[config.mk]
export PLATFORM = sky130hd
export DESIGN_NAME = io_hub
export DESIGN_NICKNAME = d
export VERILOG_FILES = /design/src/verilog/io_bus_pkg.sv /design/src/verilog/io_map_pkg.sv /design/src/verilog/port_decode.sv /design/src/verilog/bus_cycle.sv /design/src/verilog/response_collect.sv /design/src/verilog/sysctl_port.sv /design/src/verilog/io_hub.sv
export SDC_FILE = /design/constraint.sdc
export NUM_CORES = 1
export LEC_CHECK = 0
export BUFFER_PORTS_ARGS = -buffer_cell sky130_fd_sc_hd__buf_4
export CAP_MARGIN = 20
export CORE_AREA = 2 2 139 141
export DETAILED_ROUTE_END_ITERATION = 10
export DIE_AREA = 0 0 141 143
export PLACE_DENSITY_LB_ADDON = 0.08
export SYNTH_ARGS = -nofsm -noshare
export SYNTH_HDL_FRONTEND = slang
export SYNTH_SLANG_ARGS = --single-unit
[constraint.sdc]
create_clock -name clk_sys -period 5.47 [get_ports clk_sys]
set_clock_uncertainty 0.15 [all_clocks]
set_input_delay 1.094 -clock clk_sys [delete_from_list [all_inputs] [get_ports clk_sys]]
set_output_delay 1.094 -clock clk_sys [all_outputs]
set_load 0.01 [all_outputs]
[src/verilog/io_bus_pkg.sv]
package io_bus_pkg;

	localparam int addr_width = 16;
	localparam int data_width = 32;
	localparam int byte_width = 8;
	localparam int irq_count = 16;

	// the PC port space is 64K ports wide
	typedef logic [addr_width-1:0] io_addr_t;

	typedef logic [data_width-1:0] io_data_t;

	typedef logic [byte_width-1:0] io_byte_t;

	// transfer size in bytes, the CPU side only issues 1, 2 and 4
	typedef logic [2:0] io_len_t;

	typedef logic [irq_count-1:0] irq_vec_t;

endpackage

[src/verilog/io_map_pkg.sv]
package io_map_pkg;

	import io_bus_pkg::*;

	// device groups in read mux priority order, byte devices first
	typedef enum logic [3:0] {
		dev_floppy,
		dev_dma,
		dev_pic,
		dev_pit,
		dev_ps2,
		dev_rtc,
		dev_sound,
		dev_uart1,
		dev_uart2,
		dev_mpu,
		dev_vga,
		dev_joy,
		dev_ide0,
		dev_ide1,
		dev_sysctl
	} dev_index_e;

	typedef logic [int'(dev_sysctl):0] dev_sel_t;

	localparam int byte_dev_count = int'(dev_ide0);

	// mask widths give the number of low address bits ignored by a range
	localparam int unsigned exact_bits = 0;
	localparam int unsigned ide_cmd_bits = 3;
	localparam int unsigned floppy_bits = 2;
	localparam int unsigned floppy_dir_bits = 1;
	localparam int unsigned dma_slave_bits = 4;
	localparam int unsigned dma_page_bits = 4;
	localparam int unsigned dma_master_bits = 5;
	localparam int unsigned pic_bits = 1;
	localparam int unsigned pit_bits = 2;
	localparam int unsigned ps2_io_bits = 3;
	localparam int unsigned ps2_ctl_bits = 4;
	localparam int unsigned rtc_bits = 1;
	localparam int unsigned sb_bits = 4;
	localparam int unsigned fm_bits = 2;
	localparam int unsigned uart_bits = 3;
	localparam int unsigned mpu_bits = 1;
	localparam int unsigned vga_bits = 4;

	localparam io_addr_t ide0_cmd_base = 16'h01F0;
	localparam io_addr_t ide0_ctl_port = 16'h03F6;
	localparam io_addr_t ide1_cmd_base = 16'h0170;
	localparam io_addr_t ide1_ctl_port = 16'h0376;
	localparam io_addr_t joy_port = 16'h0201;
	localparam io_addr_t floppy_base = 16'h03F0;
	localparam io_addr_t floppy_dir_base = 16'h03F4;
	localparam io_addr_t floppy_ccr_port = 16'h03F7;
	localparam io_addr_t dma_slave_base = 16'h0000;
	localparam io_addr_t dma_page_base = 16'h0080;
	localparam io_addr_t dma_master_base = 16'h00C0;
	localparam io_addr_t pic_master_base = 16'h0020;
	localparam io_addr_t pic_slave_base = 16'h00A0;
	localparam io_addr_t pit_base = 16'h0040;
	// port 61h is shared between the speaker gate and the keyboard controller
	localparam io_addr_t pit_speaker_port = 16'h0061;
	localparam io_addr_t ps2_io_base = 16'h0060;
	localparam io_addr_t ps2_ctl_base = 16'h0090;
	localparam io_addr_t rtc_base = 16'h0070;
	localparam io_addr_t sb_base = 16'h0220;
	localparam io_addr_t fm_base = 16'h0388;
	localparam io_addr_t uart1_base = 16'h03F8;
	localparam io_addr_t uart2_base = 16'h02F8;
	localparam io_addr_t mpu_base = 16'h0330;
	localparam io_addr_t vga_b_base = 16'h03B0;
	localparam io_addr_t vga_c_base = 16'h03C0;
	localparam io_addr_t vga_d_base = 16'h03D0;
	localparam io_addr_t sysctl_addr = 16'h8888;

endpackage

[src/verilog/port_decode.sv]
module port_decode (
	input  logic                  clk_sys,
	input  logic                  reset,
	input  io_bus_pkg::io_addr_t  dev_address,
	output io_map_pkg::dev_sel_t  dev_sel,
	output logic                  io32_target
);
	import io_bus_pkg::*;
	import io_map_pkg::*;

	dev_sel_t sel_next;
	logic     io32_next;

	function automatic logic port_hit(io_addr_t addr, io_addr_t base, int unsigned bits);
		io_addr_t mask;
		mask = ~((io_addr_t'(1) << bits) - io_addr_t'(1));
		return (addr & mask) == base;
	endfunction

	always_comb begin
		sel_next = '0;
		sel_next[dev_floppy] = port_hit(dev_address, floppy_base, floppy_bits) ||
			port_hit(dev_address, floppy_dir_base, floppy_dir_bits) ||
			port_hit(dev_address, floppy_ccr_port, exact_bits);
		sel_next[dev_dma] = port_hit(dev_address, dma_slave_base, dma_slave_bits) ||
			port_hit(dev_address, dma_page_base, dma_page_bits) ||
			port_hit(dev_address, dma_master_base, dma_master_bits);
		sel_next[dev_pic] = port_hit(dev_address, pic_master_base, pic_bits) ||
			port_hit(dev_address, pic_slave_base, pic_bits);
		sel_next[dev_pit] = port_hit(dev_address, pit_base, pit_bits) ||
			port_hit(dev_address, pit_speaker_port, exact_bits);
		sel_next[dev_ps2] = port_hit(dev_address, ps2_io_base, ps2_io_bits) ||
			port_hit(dev_address, ps2_ctl_base, ps2_ctl_bits);
		sel_next[dev_rtc] = port_hit(dev_address, rtc_base, rtc_bits);
		sel_next[dev_sound] = port_hit(dev_address, sb_base, sb_bits) ||
			port_hit(dev_address, fm_base, fm_bits);
		sel_next[dev_uart1] = port_hit(dev_address, uart1_base, uart_bits);
		sel_next[dev_uart2] = port_hit(dev_address, uart2_base, uart_bits);
		sel_next[dev_mpu] = port_hit(dev_address, mpu_base, mpu_bits);
		sel_next[dev_vga] = port_hit(dev_address, vga_b_base, vga_bits) ||
			port_hit(dev_address, vga_c_base, vga_bits) ||
			port_hit(dev_address, vga_d_base, vga_bits);
		sel_next[dev_joy] = port_hit(dev_address, joy_port, exact_bits);
		sel_next[dev_ide0] = port_hit(dev_address, ide0_cmd_base, ide_cmd_bits) ||
			port_hit(dev_address, ide0_ctl_port, exact_bits);
		sel_next[dev_ide1] = port_hit(dev_address, ide1_cmd_base, ide_cmd_bits) ||
			port_hit(dev_address, ide1_ctl_port, exact_bits);
		sel_next[dev_sysctl] = port_hit(dev_address, sysctl_addr, exact_bits);
	end

	// the IDE data block is word wide, its control port at 3x6h stays a byte port
	assign io32_next = ((sel_next[dev_ide0] || sel_next[dev_ide1]) && !dev_address[9]) ||
		sel_next[dev_sysctl];

	always_ff @(posedge clk_sys) begin
		if (reset) begin
			dev_sel <= '0;
			io32_target <= 1'b0;
		end else begin
			dev_sel <= sel_next;
			io32_target <= io32_next;
		end
	end

endmodule

[src/verilog/bus_cycle.sv]
module bus_cycle (
	input  logic                  clk_sys,
	input  logic                  reset,
	input  io_bus_pkg::io_addr_t  paddr,
	input  logic                  psel,
	input  logic                  penable,
	input  logic                  pwrite,
	input  io_bus_pkg::io_data_t  pwdata,
	input  io_bus_pkg::io_len_t   io_length,
	output io_bus_pkg::io_data_t  prdata,
	output logic                  pready,
	output io_bus_pkg::io_addr_t  dev_address,
	output io_bus_pkg::io_data_t  dev_writedata,
	output io_bus_pkg::io_len_t   dev_datasize,
	output logic                  dev_read,
	output logic                  dev_write,
	input  logic                  io32_target,
	input  io_bus_pkg::io_byte_t  byte_readdata,
	input  io_bus_pkg::io_data_t  word_readdata
);
	import io_bus_pkg::*;

	typedef enum logic [1:0] {
		st_idle,
		st_address,
		st_strobe,
		st_done
	} state_e;

	state_e     state;
	logic       accept;
	logic       write_q;
	io_len_t    length_q;
	io_data_t   wdata_q;
	io_data_t   rdata_q;
	logic [1:0] lane;
	logic       last_cycle;

	// a request is taken in its APB setup phase
	assign accept = (state == st_idle) && psel && !penable;

	// word targets finish in one cycle, byte targets after io_length cycles
	assign last_cycle = io32_target || (io_len_t'(lane) + io_len_t'(1) >= length_q);

	always_ff @(posedge clk_sys) begin
		if (reset) begin
			state <= st_idle;
			write_q <= 1'b0;
			lane <= '0;
		end else begin
			case (state)
				st_idle: begin
					if (accept) begin
						state <= st_address;
						write_q <= pwrite;
						lane <= '0;
					end
				end
				st_address: begin
					// dev_sel and io32_target settle during this cycle
					state <= st_strobe;
				end
				st_strobe: begin
					if (last_cycle) begin
						state <= st_done;
					end else begin
						state <= st_address;
						lane <= lane + 2'd1;
					end
				end
				default: begin
					state <= st_idle;
				end
			endcase
		end
	end

	always_ff @(posedge clk_sys) begin
		if (accept) begin
			dev_address <= paddr;
			length_q <= io_length;
			wdata_q <= pwdata;
			rdata_q <= '0;
		end else if (state == st_strobe) begin
			if (!write_q) begin
				if (io32_target) begin
					rdata_q <= word_readdata;
				end else begin
					rdata_q[{lane, 3'b000} +: 8] <= byte_readdata;
				end
			end
			if (!last_cycle) begin
				dev_address <= dev_address + io_addr_t'(1);
			end
		end
	end

	// byte k of the write word moves down to the low lane for cycle k
	assign dev_writedata = wdata_q >> {lane, 3'b000};
	assign dev_datasize = io32_target ? length_q : io_len_t'(1);

	assign dev_read = (state == st_strobe) && !write_q;
	assign dev_write = (state == st_strobe) && write_q;

	assign pready = (state == st_done);
	assign prdata = rdata_q;

endmodule

[src/verilog/response_collect.sv]
module response_collect (
	input  io_map_pkg::dev_sel_t                  dev_sel,
	input  logic [io_map_pkg::byte_dev_count*8-1:0] dev_readdata,
	input  io_bus_pkg::io_data_t                  ide0_readdata,
	input  io_bus_pkg::io_data_t                  ide1_readdata,
	output io_bus_pkg::io_byte_t                  byte_readdata,
	output io_bus_pkg::io_data_t                  word_readdata,
	input  io_bus_pkg::irq_vec_t                  irq_in,
	output io_bus_pkg::irq_vec_t                  irq_out
);
	import io_bus_pkg::*;
	import io_map_pkg::*;

	localparam io_byte_t no_device = 8'hFF;

	// the lowest selected group wins, so port 61h answers with the pit byte
	always_comb begin
		byte_readdata = no_device;
		// IDE control ports read as bytes return the low lane of their word
		if (dev_sel[dev_ide1]) begin
			byte_readdata = ide1_readdata[7:0];
		end
		if (dev_sel[dev_ide0]) begin
			byte_readdata = ide0_readdata[7:0];
		end
		for (int i = byte_dev_count - 1; i >= 0; i--) begin
			if (dev_sel[i]) begin
				byte_readdata = dev_readdata[i*8 +: 8];
			end
		end
	end

	always_comb begin
		if (dev_sel[dev_ide0]) begin
			word_readdata = ide0_readdata;
		end else if (dev_sel[dev_ide1]) begin
			word_readdata = ide1_readdata;
		end else begin
			word_readdata = io_data_t'(byte_readdata);
		end
	end

	// the cascade input on line 2 is served through line 9
	always_comb begin
		irq_out = irq_in;
		irq_out[9] = irq_in[9] | irq_in[2];
		irq_out[2] = 1'b0;
		irq_out[11] = 1'b0;
		irq_out[13] = 1'b0;
	end

endmodule

[src/verilog/sysctl_port.sv]
module sysctl_port #(
	parameter io_bus_pkg::io_byte_t reset_value = 8'hA2,
	parameter io_bus_pkg::io_byte_t unlock_key = 8'hA1
) (
	input  logic                  clk_sys,
	input  logic                  reset,
	input  io_map_pkg::dev_sel_t  dev_sel,
	input  logic                  dev_read,
	input  logic                  dev_write,
	input  io_bus_pkg::io_len_t   dev_datasize,
	input  io_bus_pkg::io_data_t  dev_writedata,
	output io_bus_pkg::io_byte_t  syscfg
);
	import io_bus_pkg::*;
	import io_map_pkg::*;

	logic in_reset;
	logic disk_access;
	logic unlock_write;

	assign disk_access = (dev_read || dev_write) &&
		(dev_sel[dev_ide0] || dev_sel[dev_ide1] || dev_sel[dev_floppy]);

	// only a 16-bit write with the key in the high byte reaches the register
	assign unlock_write = dev_write && dev_sel[dev_sysctl] &&
		(dev_datasize == io_len_t'(2)) && (dev_writedata[15:8] == unlock_key);

	always_ff @(posedge clk_sys) begin
		if (reset) begin
			syscfg <= reset_value;
			in_reset <= 1'b1;
		end else if (disk_access && in_reset) begin
			// boot firmware has reached the disks, drop the power-on value
			syscfg <= '0;
			in_reset <= 1'b0;
		end else if (unlock_write) begin
			syscfg <= dev_writedata[7:0];
			in_reset <= 1'b0;
		end
	end

endmodule

[src/verilog/io_hub.sv]
module io_hub #(
	parameter io_bus_pkg::io_byte_t sysctl_reset_value = 8'hA2,
	parameter io_bus_pkg::io_byte_t sysctl_unlock_key = 8'hA1
) (
	input  logic                                   clk_sys,
	input  logic                                   reset,
	input  io_bus_pkg::io_addr_t                   paddr,
	input  logic                                   psel,
	input  logic                                   penable,
	input  logic                                   pwrite,
	input  io_bus_pkg::io_data_t                   pwdata,
	input  io_bus_pkg::io_len_t                    io_length,
	output io_bus_pkg::io_data_t                   prdata,
	output logic                                   pready,
	output io_bus_pkg::io_addr_t                   dev_address,
	output io_bus_pkg::io_data_t                   dev_writedata,
	output io_bus_pkg::io_len_t                    dev_datasize,
	output logic                                   dev_read,
	output logic                                   dev_write,
	output io_map_pkg::dev_sel_t                   dev_sel,
	input  logic [io_map_pkg::byte_dev_count*8-1:0] dev_readdata,
	input  io_bus_pkg::io_data_t                   ide0_readdata,
	input  io_bus_pkg::io_data_t                   ide1_readdata,
	input  io_bus_pkg::irq_vec_t                   irq_in,
	output io_bus_pkg::irq_vec_t                   irq_out,
	output io_bus_pkg::io_byte_t                   syscfg
);
	import io_bus_pkg::*;

	logic     io32_target;
	io_byte_t byte_readdata;
	io_data_t word_readdata;

	port_decode decode0 (
		.clk_sys     (clk_sys),
		.reset       (reset),
		.dev_address (dev_address),
		.dev_sel     (dev_sel),
		.io32_target (io32_target)
	);

	bus_cycle cycle0 (
		.clk_sys       (clk_sys),
		.reset         (reset),
		.paddr         (paddr),
		.psel          (psel),
		.penable       (penable),
		.pwrite        (pwrite),
		.pwdata        (pwdata),
		.io_length     (io_length),
		.prdata        (prdata),
		.pready        (pready),
		.dev_address   (dev_address),
		.dev_writedata (dev_writedata),
		.dev_datasize  (dev_datasize),
		.dev_read      (dev_read),
		.dev_write     (dev_write),
		.io32_target   (io32_target),
		.byte_readdata (byte_readdata),
		.word_readdata (word_readdata)
	);

	response_collect collect0 (
		.dev_sel       (dev_sel),
		.dev_readdata  (dev_readdata),
		.ide0_readdata (ide0_readdata),
		.ide1_readdata (ide1_readdata),
		.byte_readdata (byte_readdata),
		.word_readdata (word_readdata),
		.irq_in        (irq_in),
		.irq_out       (irq_out)
	);

	sysctl_port #(
		.reset_value (sysctl_reset_value),
		.unlock_key  (sysctl_unlock_key)
	) sysctl0 (
		.clk_sys       (clk_sys),
		.reset         (reset),
		.dev_sel       (dev_sel),
		.dev_read      (dev_read),
		.dev_write     (dev_write),
		.dev_datasize  (dev_datasize),
		.dev_writedata (dev_writedata),
		.syscfg        (syscfg)
	);

endmodule

==> impl_results.md, run 1 <==
- Largest net degree at the start of global routing: 41
- Grt ovf: 0
- Hold Crit Endpoint: sysctl0.syscfg[4]$_SDFFE_PP0P_
- Most common cell after layout, fill and taps aside: buf_4
- Num CTS Buffers: 17
- Final core occ: between 50% and 60%
- Max_cap viols: 0
- Core ar.: 0.01858 mm²
- Initial antenna violation count: 2
- Post-Synthesis Mean Instance Area: slightly below 9 µm²
- Fraction of layout cells with a size suffix above 1: between 30% and 40%
- PwrDens: ~230 mW/mm²
- Clk slew on worst S/H paths: approximately 0.050 ns
- Final net count: 1373
- Die area: 0.02016 mm²
- Gr usage total: a little over a quarter
- Ys Warns: 0
- Worst hold slack: around 0.32 ns
- Worst setup path class: flop to output port
- Final period utilization: 66.05%
- First-pass iteration count of the detailed router: 6
- Worst slew pin tran: about 1.1 ns
- # rows: 50
- WL final: about 28 mm
- Clock Latency Late Sink: about 0.41 ns
- Depth of the worst register-to-register path: 6
- Async set-reset flop share out of synthesis: 0%
- H-tree Lvls: 4
- Slew Limit Headroom: a little under a quarter
- LEAKAGE: about 4.3 nW
- VDD IR-drop max: about 0.00021 V
- Cells on Worst Hold Path: 2
- GPL Wtd Cong: between 0.8 and 0.9
- CP Launch Type: flop
- Endpoints failing hold: 0
- Placed cell area: 0.009827 mm²
- Area contributors post-synth: edfxtp_1 21%, dfxtp_1 17%, a21oi_1 4.0%
- R2R setup slack: 1.89 ns
- Worst Path Required: between 4 and 5 ns
- Max Root-Sink Buffers: 2
- Critical Path End Type: output port
- Most frequent cells in the layout: 335 x buf_4, 74 x nand2_1, 61 x dfxtp_1
- Post-CTS resize count: 0
- CTS tree: built
- EDFF count, synth: 51
- Distinct cells, synth: 68
- Initial Util: around two fifths
- Max Transition Viols Final: 0
- Hold Crit Class: flop to flop
- Final ANT Viol Nets: 0
- DR vias/cell: between 5 and 6
- CP Launch Point: cycle0.lane[0]$_SDFFE_PP0P_
- Top-Level Pins: ~360
- Fin Setup TNS: 0 ns
- Post-CTS Setup Bufs: 0
- WL per Instance: 20.54 µm
- Clock Sink Count: 113
- Mapped Cells: ~850
- Post-synth top flop: dfxtp_1
- First-pass GRT wire length: roughly 42 mm
- RR Endpoint: cycle0.dev_address[3]$_DFFE_PP_
- Die Wd: about 140 µm
- Maximum fanout along the worst path: 39
- Hold wc startpoint: sysctl0.syscfg[4]$_SDFFE_PP0P_
- Fmax: ~280 MHz
- Post-synth top area share: 20.74%
- Post-Syn Area: around 0.0074 mm²
- Drt drc: 0
- Initial DRC Count: about 520
- Post-DP HPWL: roughly 22 mm
- IO Port Bufs: between 300 and 400
- Chip height: between 100 and 150 µm
- Number of global-route vias before repair: approximately 7.4k
- RSZ-0062 raised after global routing: false
- Vias: approximately 7.9k
- Clk root buf: clkbuf_16
- Cell taking the most area after synthesis: edfxtp_1
- CTS Hold Bufs: 0
- Worst flop-to-flop path startpoint: cycle0.lane[0]$_SDFFE_PP0P_
- Sequential share of the synthesized area: a little under two fifths
- Outcome: completed
- Synthesis-to-layout area growth: 41.00%
- Post-route cell area: around 0.010 mm²
- Setup violations, final: 0
- Post-synthesis register bit count: between 100 and 150
- Crit path DAT: between 2 and 2.5 ns
- Tmin final: between 3 and 4 ns
-- cell usage after synthesis, types with 15 or more instances --
| cell | count |
|---|---|
| buf_4 | 15 |
| dfxtp_1 | 62 |
| mux2i_1 | 17 |
| a22o_1 | 22 |
| a211oi_1 | 15 |
| clkbuf_1 | 47 |
| edfxtp_1 | 51 |
| a31oi_1 | 16 |
| nand2_1 | 74 |
| inv_1 | 22 |
| a221oi_1 | 15 |
| a21oi_1 | 59 |
| o31ai_1 | 20 |
| and2_1 | 16 |
| a22oi_1 | 25 |
| nor2_1 | 55 |
| o21ai_0 | 53 |
| nor3_1 | 24 |
| nor2b_1 | 26 |
-- metal layers --
metal / wire length [µm] / global-route usage, %
met2: 14250 / 46.98
met4: 809 / 10.89
met3: 2098 / 6.606
met5: 0 / 0
met1: 11170 / 31.97
-- area by class of cell --
| type | count | area, µm² |
|---|---|---|
| clock buffer | 27 | 504.2 |
| clock inverter | 5 | 77.57 |
| sequential | 113 | 2774 |
| timing repair buffer | 335 | 2515 |
| fill | 1726 | 8167 |
| multi-input combinational | 641 | 4163 |
| inverter | 22 | 82.58 |
| antenna | 2 | 5.005 |
| tap | 234 | 292.8 |
-- through the flow --
stage | total power, W | setup WS, ns | std cells
after floorplan | 0.001113 | 2.393 | 853
after global routing | 0.002481 | 1.617 | 1379
after global placement | 0.001313 | 1.745 | 1345
after detailed placement | 0.001316 | 1.702 | 1345
final | 0.002393 | 1.857 | 1379
after CTS | 0.002410 | 1.790 | 1377
-- sequential cells by signal, summed over array words and instances (netlist names) --
signal	cells
cycle0.wdata_q	32
decode0.dev_sel	15
sysctl0.in_reset	1
sysctl0.syscfg	8
cycle0.prdata	32
cycle0.write_q	1
cycle0.state	2
cycle0.dev_address	16
decode0.io32_target	1
cycle0.lane	2
cycle0.length_q	3
-- cell families (layout without fill, tap and decap cells) --
kind of cell               Yosys count  count (layout)  synth area share, %
adders and majority gates           11              11                1.863
other                                1               5              0.05077
AOI/OAI and AO/OA                  307             307                29.19
DFF                                113             113                37.54
buffers and inverters               99             389                6.200
and+or+nand+nor                    285             285                20.58
xor gates and xnor gates            14              14                1.660
muxes                               21              21                2.914
-- power by group --
part           switching [W]  internal [W]
combinational       0.000141      0.000191
clock               0.000373      0.000720
sequential         0.0000422      0.000926
-- critical path: stages (launching register included) --
cell and delay [ns]:
dfxtp_2 0.93, nor2b_1 0.38, a22oi_1 0.38, inv_1 0.08, buf_4 0.15
-- worst max path at each step --
stage,end,slack [ns]
detailed placement,cycle0.dev_address[15]$_DFFE_PP_,1.70
CTS,cycle0.dev_address[6]$_DFFE_PP_,1.79
global placement,cycle0.dev_address[13]$_DFFE_PP_,1.74
global route,cycle0.dev_address[7]$_DFFE_PP_,1.62
floorplan,cycle0.length_q[0]$_DFFE_PP_,2.39
finish,dev_writedata[15],1.86
Power figures use the tool's default switching activity.
==> run 2, diff against run 1 <==
--- a/config.mk
+++ b/config.mk
@@ -7,9 +7,9 @@
 export LEC_CHECK = 0
 export BUFFER_PORTS_ARGS = -buffer_cell sky130_fd_sc_hd__buf_4
 export CAP_MARGIN = 20
-export CORE_AREA = 2 2 139 141
+export CORE_AREA = 2 2 140 142
 export DETAILED_ROUTE_END_ITERATION = 10
-export DIE_AREA = 0 0 141 143
+export DIE_AREA = 0 0 142 144
 export PLACE_DENSITY_LB_ADDON = 0.08
 export SYNTH_ARGS = -nofsm -noshare
 export SYNTH_HDL_FRONTEND = slang
==> constraint.sdc (replaced) <==
create_clock -name clk_sys -period 3.7 [get_ports clk_sys]
set_clock_uncertainty 0.15 [all_clocks]
set_input_delay 0.74 -clock clk_sys [delete_from_list [all_inputs] [get_ports clk_sys]]
set_output_delay 0.74 -clock clk_sys [all_outputs]
set_load 0.01 [all_outputs]
==> run 2 against run 1 <==
Compared with the run above: worst hold slack worse by 0.0043 ns; via count up 0.29%; non-clock buffer count up 4; flip-flop and latch count unchanged; final cell count up 0.36%; register-to-register slack worse by 1.0 ns; power up 58%; first-iteration DRC count down 4.6%; count of clock-buffer cells in the layout down 9; largest cell class unchanged; utilization down 0.81 points; critical endpoint unchanged; sequential share of layout area down 0.32 points.
==> impl_results.md, run 2 (same netlist as run 1, synthesis figures left out) <==
- Initial Util: between 30% and 40%
- VDD IR-drop max: roughly 0.00032 V
- Synthesis-to-layout area growth: 42.69%
- Fmax: 329.6 MHz
- Chip height: 144 µm
- Most common cell after layout, fill and taps aside: buf_4
- Cells on Worst Hold Path: 2
- Initial antenna violation count: 0
- Clk slew on worst S/H paths: about 0.05 ns
- Slew Limit Headroom: between 20 and 30%
- Max_cap viols: 0
- Vias: 7875
- Critical Path End Type: output port
- Crit path DAT: 2.14 ns
- LEAKAGE: ~4.3 nW
- Hold Crit Class: flop to flop
- CP cell instances: buf_4, nor2b_1, a22oi_1, inv_1, buf_4
- Slack of the critical path: roughly 0.67 ns
- Number of global-route vias before repair: roughly 7.4k
- R2R setup slack: around 0.86 ns
- Worst setup path class: flop to output port
- Setup violations, final: 0
- Clock Sink Count: ~110
- Max stage delay cell, worst path: nor2b_1
- Post-CTS Setup Bufs: 0
- Largest net degree at the start of global routing: between 60 and 70
- Drt drc: 0
- Post-CTS resize count: 0
- DR vias/cell: 5.690
- Gr usage total: 25.37%
- # rows: between 50 and 60
- WL final: roughly 27 mm
- First-pass GRT wire length: 40.11 mm
- Endpoints failing hold: 0
- CP Launch Type: flop
- Final period utilization: 82.00%
- Place WS: around 0.86 ns
- Grt ovf: 0
- GPL Wtd Cong: approximately 0.88
- WL per Instance: 19.45 µm
- Tmin final: between 3 and 4 ns
- Fraction of layout cells with a size suffix above 1: 33.77%
- Fin Setup TNS: 0 ns
- Die Wd: ~140 µm
- Clk root buf: clkbuf_16
- Core ar.: roughly 0.019 mm²
- Depth of the worst register-to-register path: 6
- Max Transition Viols Final: 0
- Outcome: completed
- Final net count: 1377
- Final ANT Viol Nets: 0
- Top-Level Pins: approximately 360
- PwrDens: 359.1 mW/mm²
- H-tree Lvls: 4
- Worst slew pin tran: 1.058 ns
- RSZ-0062 raised after global routing: false
- Post-DP HPWL: around 21 mm
- IO Port Bufs: ~330
- Initial DRC Count: 498
- Top cell by count, worst path: buf_4
- Max incr delay on CP: about 0.62 ns
- Num CTS Buffers: 17
- Max Root-Sink Buffers: 2
- Most frequent cells in the layout: 338 x buf_4, 74 x nand2_1, 61 x dfxtp_1
- # diodes: 0
- Die area: 0.02045 mm²
- CTS Hold Bufs: 0
- Clock Latency Late Sink: roughly 0.42 ns
- Worst Path Required: around 2.8 ns
- First-pass iteration count of the detailed router: 5
- CTS tree: built
- Maximum fanout along the worst path: 38
## run 2: path summary, 6_finish.rpt
kind | start | endpoint
worst min register to register | sysctl0.in_reset$_SDFFE_PP1P_ | sysctl0.in_reset$_SDFFE_PP1P_
worst min-delay path | sysctl0.in_reset$_SDFFE_PP1P_ | sysctl0.in_reset$_SDFFE_PP1P_
worst max-delay path | cycle0.lane[0]$_SDFFE_PP0P_ | dev_writedata[15]
worst max register to register | cycle0.lane[0]$_SDFFE_PP0P_ | sysctl0.syscfg[7]$_SDFFE_PP1P_
## run 2: per-layer routing
| metal | up-vias | track usage (%) | wire [µm] |
|---|---|---|---|
| met3 | 35 | 6.258 | 2056 |
| met2 | 337 | 43.66 | 13140 |
| met4 | 0 | 9.211 | 575 |
| met1 | 3691 | 30.88 | 11150 |
| li1 | 3812 | - | - |
| met5 | - | 0 | 0 |
## run 2: layout make-up
type	count	area (µm²)
Fill cell	1823	8541
Multi-Input combinational cell	641	4163
Sequential cell	113	2774
Timing Repair Buffer	339	2557
Clock buffer	18	429.2
Tap cell	238	297.8
Clock inverter	13	235.2
Inverter	22	82.58
## run 2: power by group
part | switching (W) | internal, W | leakage [nW]
Sequential | 0.0000572 | 0.00137 | 0.978
Clock | 0.000601 | 0.00126 | 0.318
Combinational | 0.000213 | 0.000285 | 3.05
## run 2: worst max-delay path: cells and delay by family (launching register included)
family	cells	cell delay, ns
AND/OR/NAND/NOR	1	0.62
AO/OA/AOI/OAI	1	0.26
buffers and inverters	3	0.51
flip-flops	1	0.31
## run 2: per-stage QoR
stage               instance area (µm²)  utilization [%]  hold WS (ns)  total power (W)  std cells
floorplan                          7393                -        0.2788         0.001645        853
global placement                   9874            51.75        0.3016         0.001942       1353
detailed placement                 9874            51.75        0.3095         0.001947       1353
CTS                               10540            55.24        0.3201         0.003815       1384
global route                      10540            55.24        0.3269         0.003918       1384
finish                            10540            55.24        0.3196         0.003785       1384
==> run 3, diff against run 2 <==
--- a/config.mk
+++ b/config.mk
@@ -7,9 +7,9 @@
 export LEC_CHECK = 0
 export BUFFER_PORTS_ARGS = -buffer_cell sky130_fd_sc_hd__buf_4
 export CAP_MARGIN = 20
-export CORE_AREA = 2 2 140 142
+export CORE_AREA = 2 2 138 140
 export DETAILED_ROUTE_END_ITERATION = 10
-export DIE_AREA = 0 0 142 144
+export DIE_AREA = 0 0 140 142
 export PLACE_DENSITY_LB_ADDON = 0.08
 export SYNTH_ARGS = -nofsm -noshare
 export SYNTH_HDL_FRONTEND = slang
==> constraint.sdc (replaced) <==
create_clock -name clk_sys -period 2.55 [get_ports clk_sys]
set_clock_uncertainty 0.15 [all_clocks]
set_input_delay 0.51 -clock clk_sys [delete_from_list [all_inputs] [get_ports clk_sys]]
set_output_delay 0.51 -clock clk_sys [all_outputs]
set_load 0.01 [all_outputs]
==> run 3 against run 2 <==
Compared with the run above: the flow now finishes with violations (DRC); critical path depth down 1; routed wire length up 1.2%; power up 34%; critical path type unchanged; final area up 1.4%; final cell count up 1.7%; worst hold slack worse by 0.20 ns; die area down 2.8%; clock power up 20%; first-iteration DRC count up 27%; flip-flop and latch count unchanged; register-to-register slack worse by 0.69 ns.
==> impl_results.md, run 3 (same netlist as run 1, synthesis figures left out) <==
- Hold Crit Class: primary input to flop
- Chip height: 142 µm
- # rows: 50
- LEAKAGE: approximately 4.4 nW
- Maximum fanout along the worst path: 7
- Most common cell after layout, fill and taps aside: buf_4
- R2R setup slack: around 0.17 ns
- VDD IR-drop max: between 0.0004 and 0.0005 V
- RSZ-0062 raised after global routing: false
- Number of global-route vias before repair: 7596
- Endpoints failing hold: 0
- Max_cap viols: 0
- IO Port Bufs: about 330
- Clock Sink Count: around 110
- Failing checks: DRC
- Crit path DAT: 1.82 ns
- CTS tree: built
- Clk slew on worst S/H paths: ~0.06 ns
- Initial antenna violation count: 0
- Setup violations, final: 0
- Grt ovf: 0
- Post-route cell area: about 0.011 mm²
- CP Launch Type: flop
- Worst flop-to-flop path startpoint: cycle0.lane[0]$_SDFFE_PP0P_
- Clk root buf: clkbuf_16
- Fin Setup TNS: 0 ns
- Num CTS Buffers: 17
- Most frequent cells in the layout: 362 x buf_4, 73 x nand2_1, 61 x dfxtp_1
- Outcome: complete, but fails checks
- RR Endpoint: cycle0.prdata[9]$_SDFFE_PP0P_
- Worst slew pin tran: roughly 0.74 ns
- Max Transition Viols Final: 0
- Filler Cells Inserted: ~1.7k
- Tmin final: 2.482 ns
- Top-Level Pins: ~360
- Worst setup path class: flop to output port
- CTS Hold Bufs: 0
- Placed cell area: between 0.01 and 0.015 mm²
- Synthesis-to-layout area growth: 44.74%
- Worst Path Required: approximately 1.9 ns
- Initial DRC Count: around 630
- DR vias/cell: between 5 and 6
- Final ANT Viol Nets: 0
- Gr usage total: 26.37%
- GPL Wtd Cong: 0.8861
- Die area: about 0.02 mm²
- Core ar.: around 0.018 mm²
- Hold wc startpoint: io_length[1]
- Post-CTS Setup Bufs: 0
- Vias: between 7k and 8k
- Die Wd: roughly 140 µm
- WL per Instance: between 15 and 20 µm
- Cells on Worst Hold Path: 1
- First-pass iteration count of the detailed router: 11
- # diodes: 0
- Fmax: between 400 and 500 MHz
- Post-DP HPWL: about 21 mm
- WL final: about 27 mm
- First-pass GRT wire length: approximately 40 mm
- Largest net degree at the start of global routing: 38
- Area taken by multi-input logic gates: ~0.0042 mm²
- Final period utilization: 97.33%
- Critical Path End Type: output port
- H-tree Lvls: 4
- Drt drc: 25
- Depth of the worst register-to-register path: 6
- Clock Latency Late Sink: roughly 0.42 ns
- Max Root-Sink Buffers: 2
- Slew Limit Headroom: approximately half
- Fraction of layout cells with a size suffix above 1: between 30 and 40%
- Final core occ: between 50% and 60%
- Initial Util: between 40% and 50%
- Power Total: between 0.005 and 0.006 W
- PwrDens: roughly 470 mW/mm²
- Hold Crit Endpoint: cycle0.length_q[1]$_DFFE_PP_
- FF/Latch Area: between 0.002 and 0.003 mm²
- Final net count: between 1k and 1.5k
[run 3: cell count changes in the layout (fill, tap and decap cells not counted), moves of 2 or more]
cell / previous run / this run
buf_4: 338 / 362
inv_6: 1 / 4
bufinv_16: 6 / 1
buf_12: 1 / 3
clkinv_4: 4 / 1
clkinvlp_4: 1 / 7
[run 3: power breakdown]
| group | internal (W) | total [W] | switching (W) |
|---|---|---|---|
| Combinational | 0.000437 | 0.000774 | 0.000337 |
| Sequential | 0.00198 | 0.00205 | 0.0000673 |
| Clock | 0.00134 | 0.00224 | 0.000893 |
[run 3: worst max path at each step]
stage / end / cells after the start / startpoint
floorplan: cycle0.dev_address[0]$_DFFE_PP_ / 8 / cycle0.lane[0]$_SDFFE_PP0P_
global placement: sysctl0.syscfg[7]$_SDFFE_PP1P_ / 5 / cycle0.lane[1]$_SDFFE_PP0P_
detailed placement: sysctl0.syscfg[7]$_SDFFE_PP1P_ / 5 / cycle0.lane[1]$_SDFFE_PP0P_
CTS: dev_writedata[7] / 5 / cycle0.lane[0]$_SDFFE_PP0P_
global route: dev_writedata[13] / 4 / cycle0.lane[1]$_SDFFE_PP0P_
finish: dev_writedata[13] / 4 / cycle0.lane[1]$_SDFFE_PP0P_
[run 3: layout make-up]
cell class | count | share of cell area (%)
multi-input cells | 641 | 39.06
clock buffers | 17 | 3.979
flip-flops and latches | 113 | 25.97
repair buffers | 366 | 26.22
inverters | 22 | 0.7725
well taps | 234 | 2.739
clock inverters | 15 | 1.264
[run 3: through the flow]
step                hold slack [ns]  std cells  setup slack, ns
floorplan                    0.2788        853          0.02444
global placement             0.2968       1375           0.1126
detailed placement           0.3020       1375           0.1261
CTS                          0.1058       1407          0.02681
global route                 0.1007       1408        0.0009965
finish                       0.1158       1408          0.06806
[run 3: timing repair]
item / CTS / global route
resized for setup: 1 / 4
endpoints found under the setup margin: 2 / 13
endpoints found under the hold margin: 0 / 0
cloned: 0 / 1
pin swaps: 0 / 0
[run 3: per-layer routing]
layer  global-route usage [%]  routed length [µm]  vias to the layer above
met5                        0                   0                        -
met4                    9.569                 812                        0
met3                    7.369                2295                       49
met2                    45.66               13410                      332
met1                    31.50               10730                     3687
li1                         -                   -                     3857
[run 3: worst max-delay path, cell delays in order, from the launching register on]
cell       delay, ns
dfxtp_1         0.42
nor2b_2         0.43
buf_4           0.19
o2bb2ai_1       0.18
buf_4           0.19
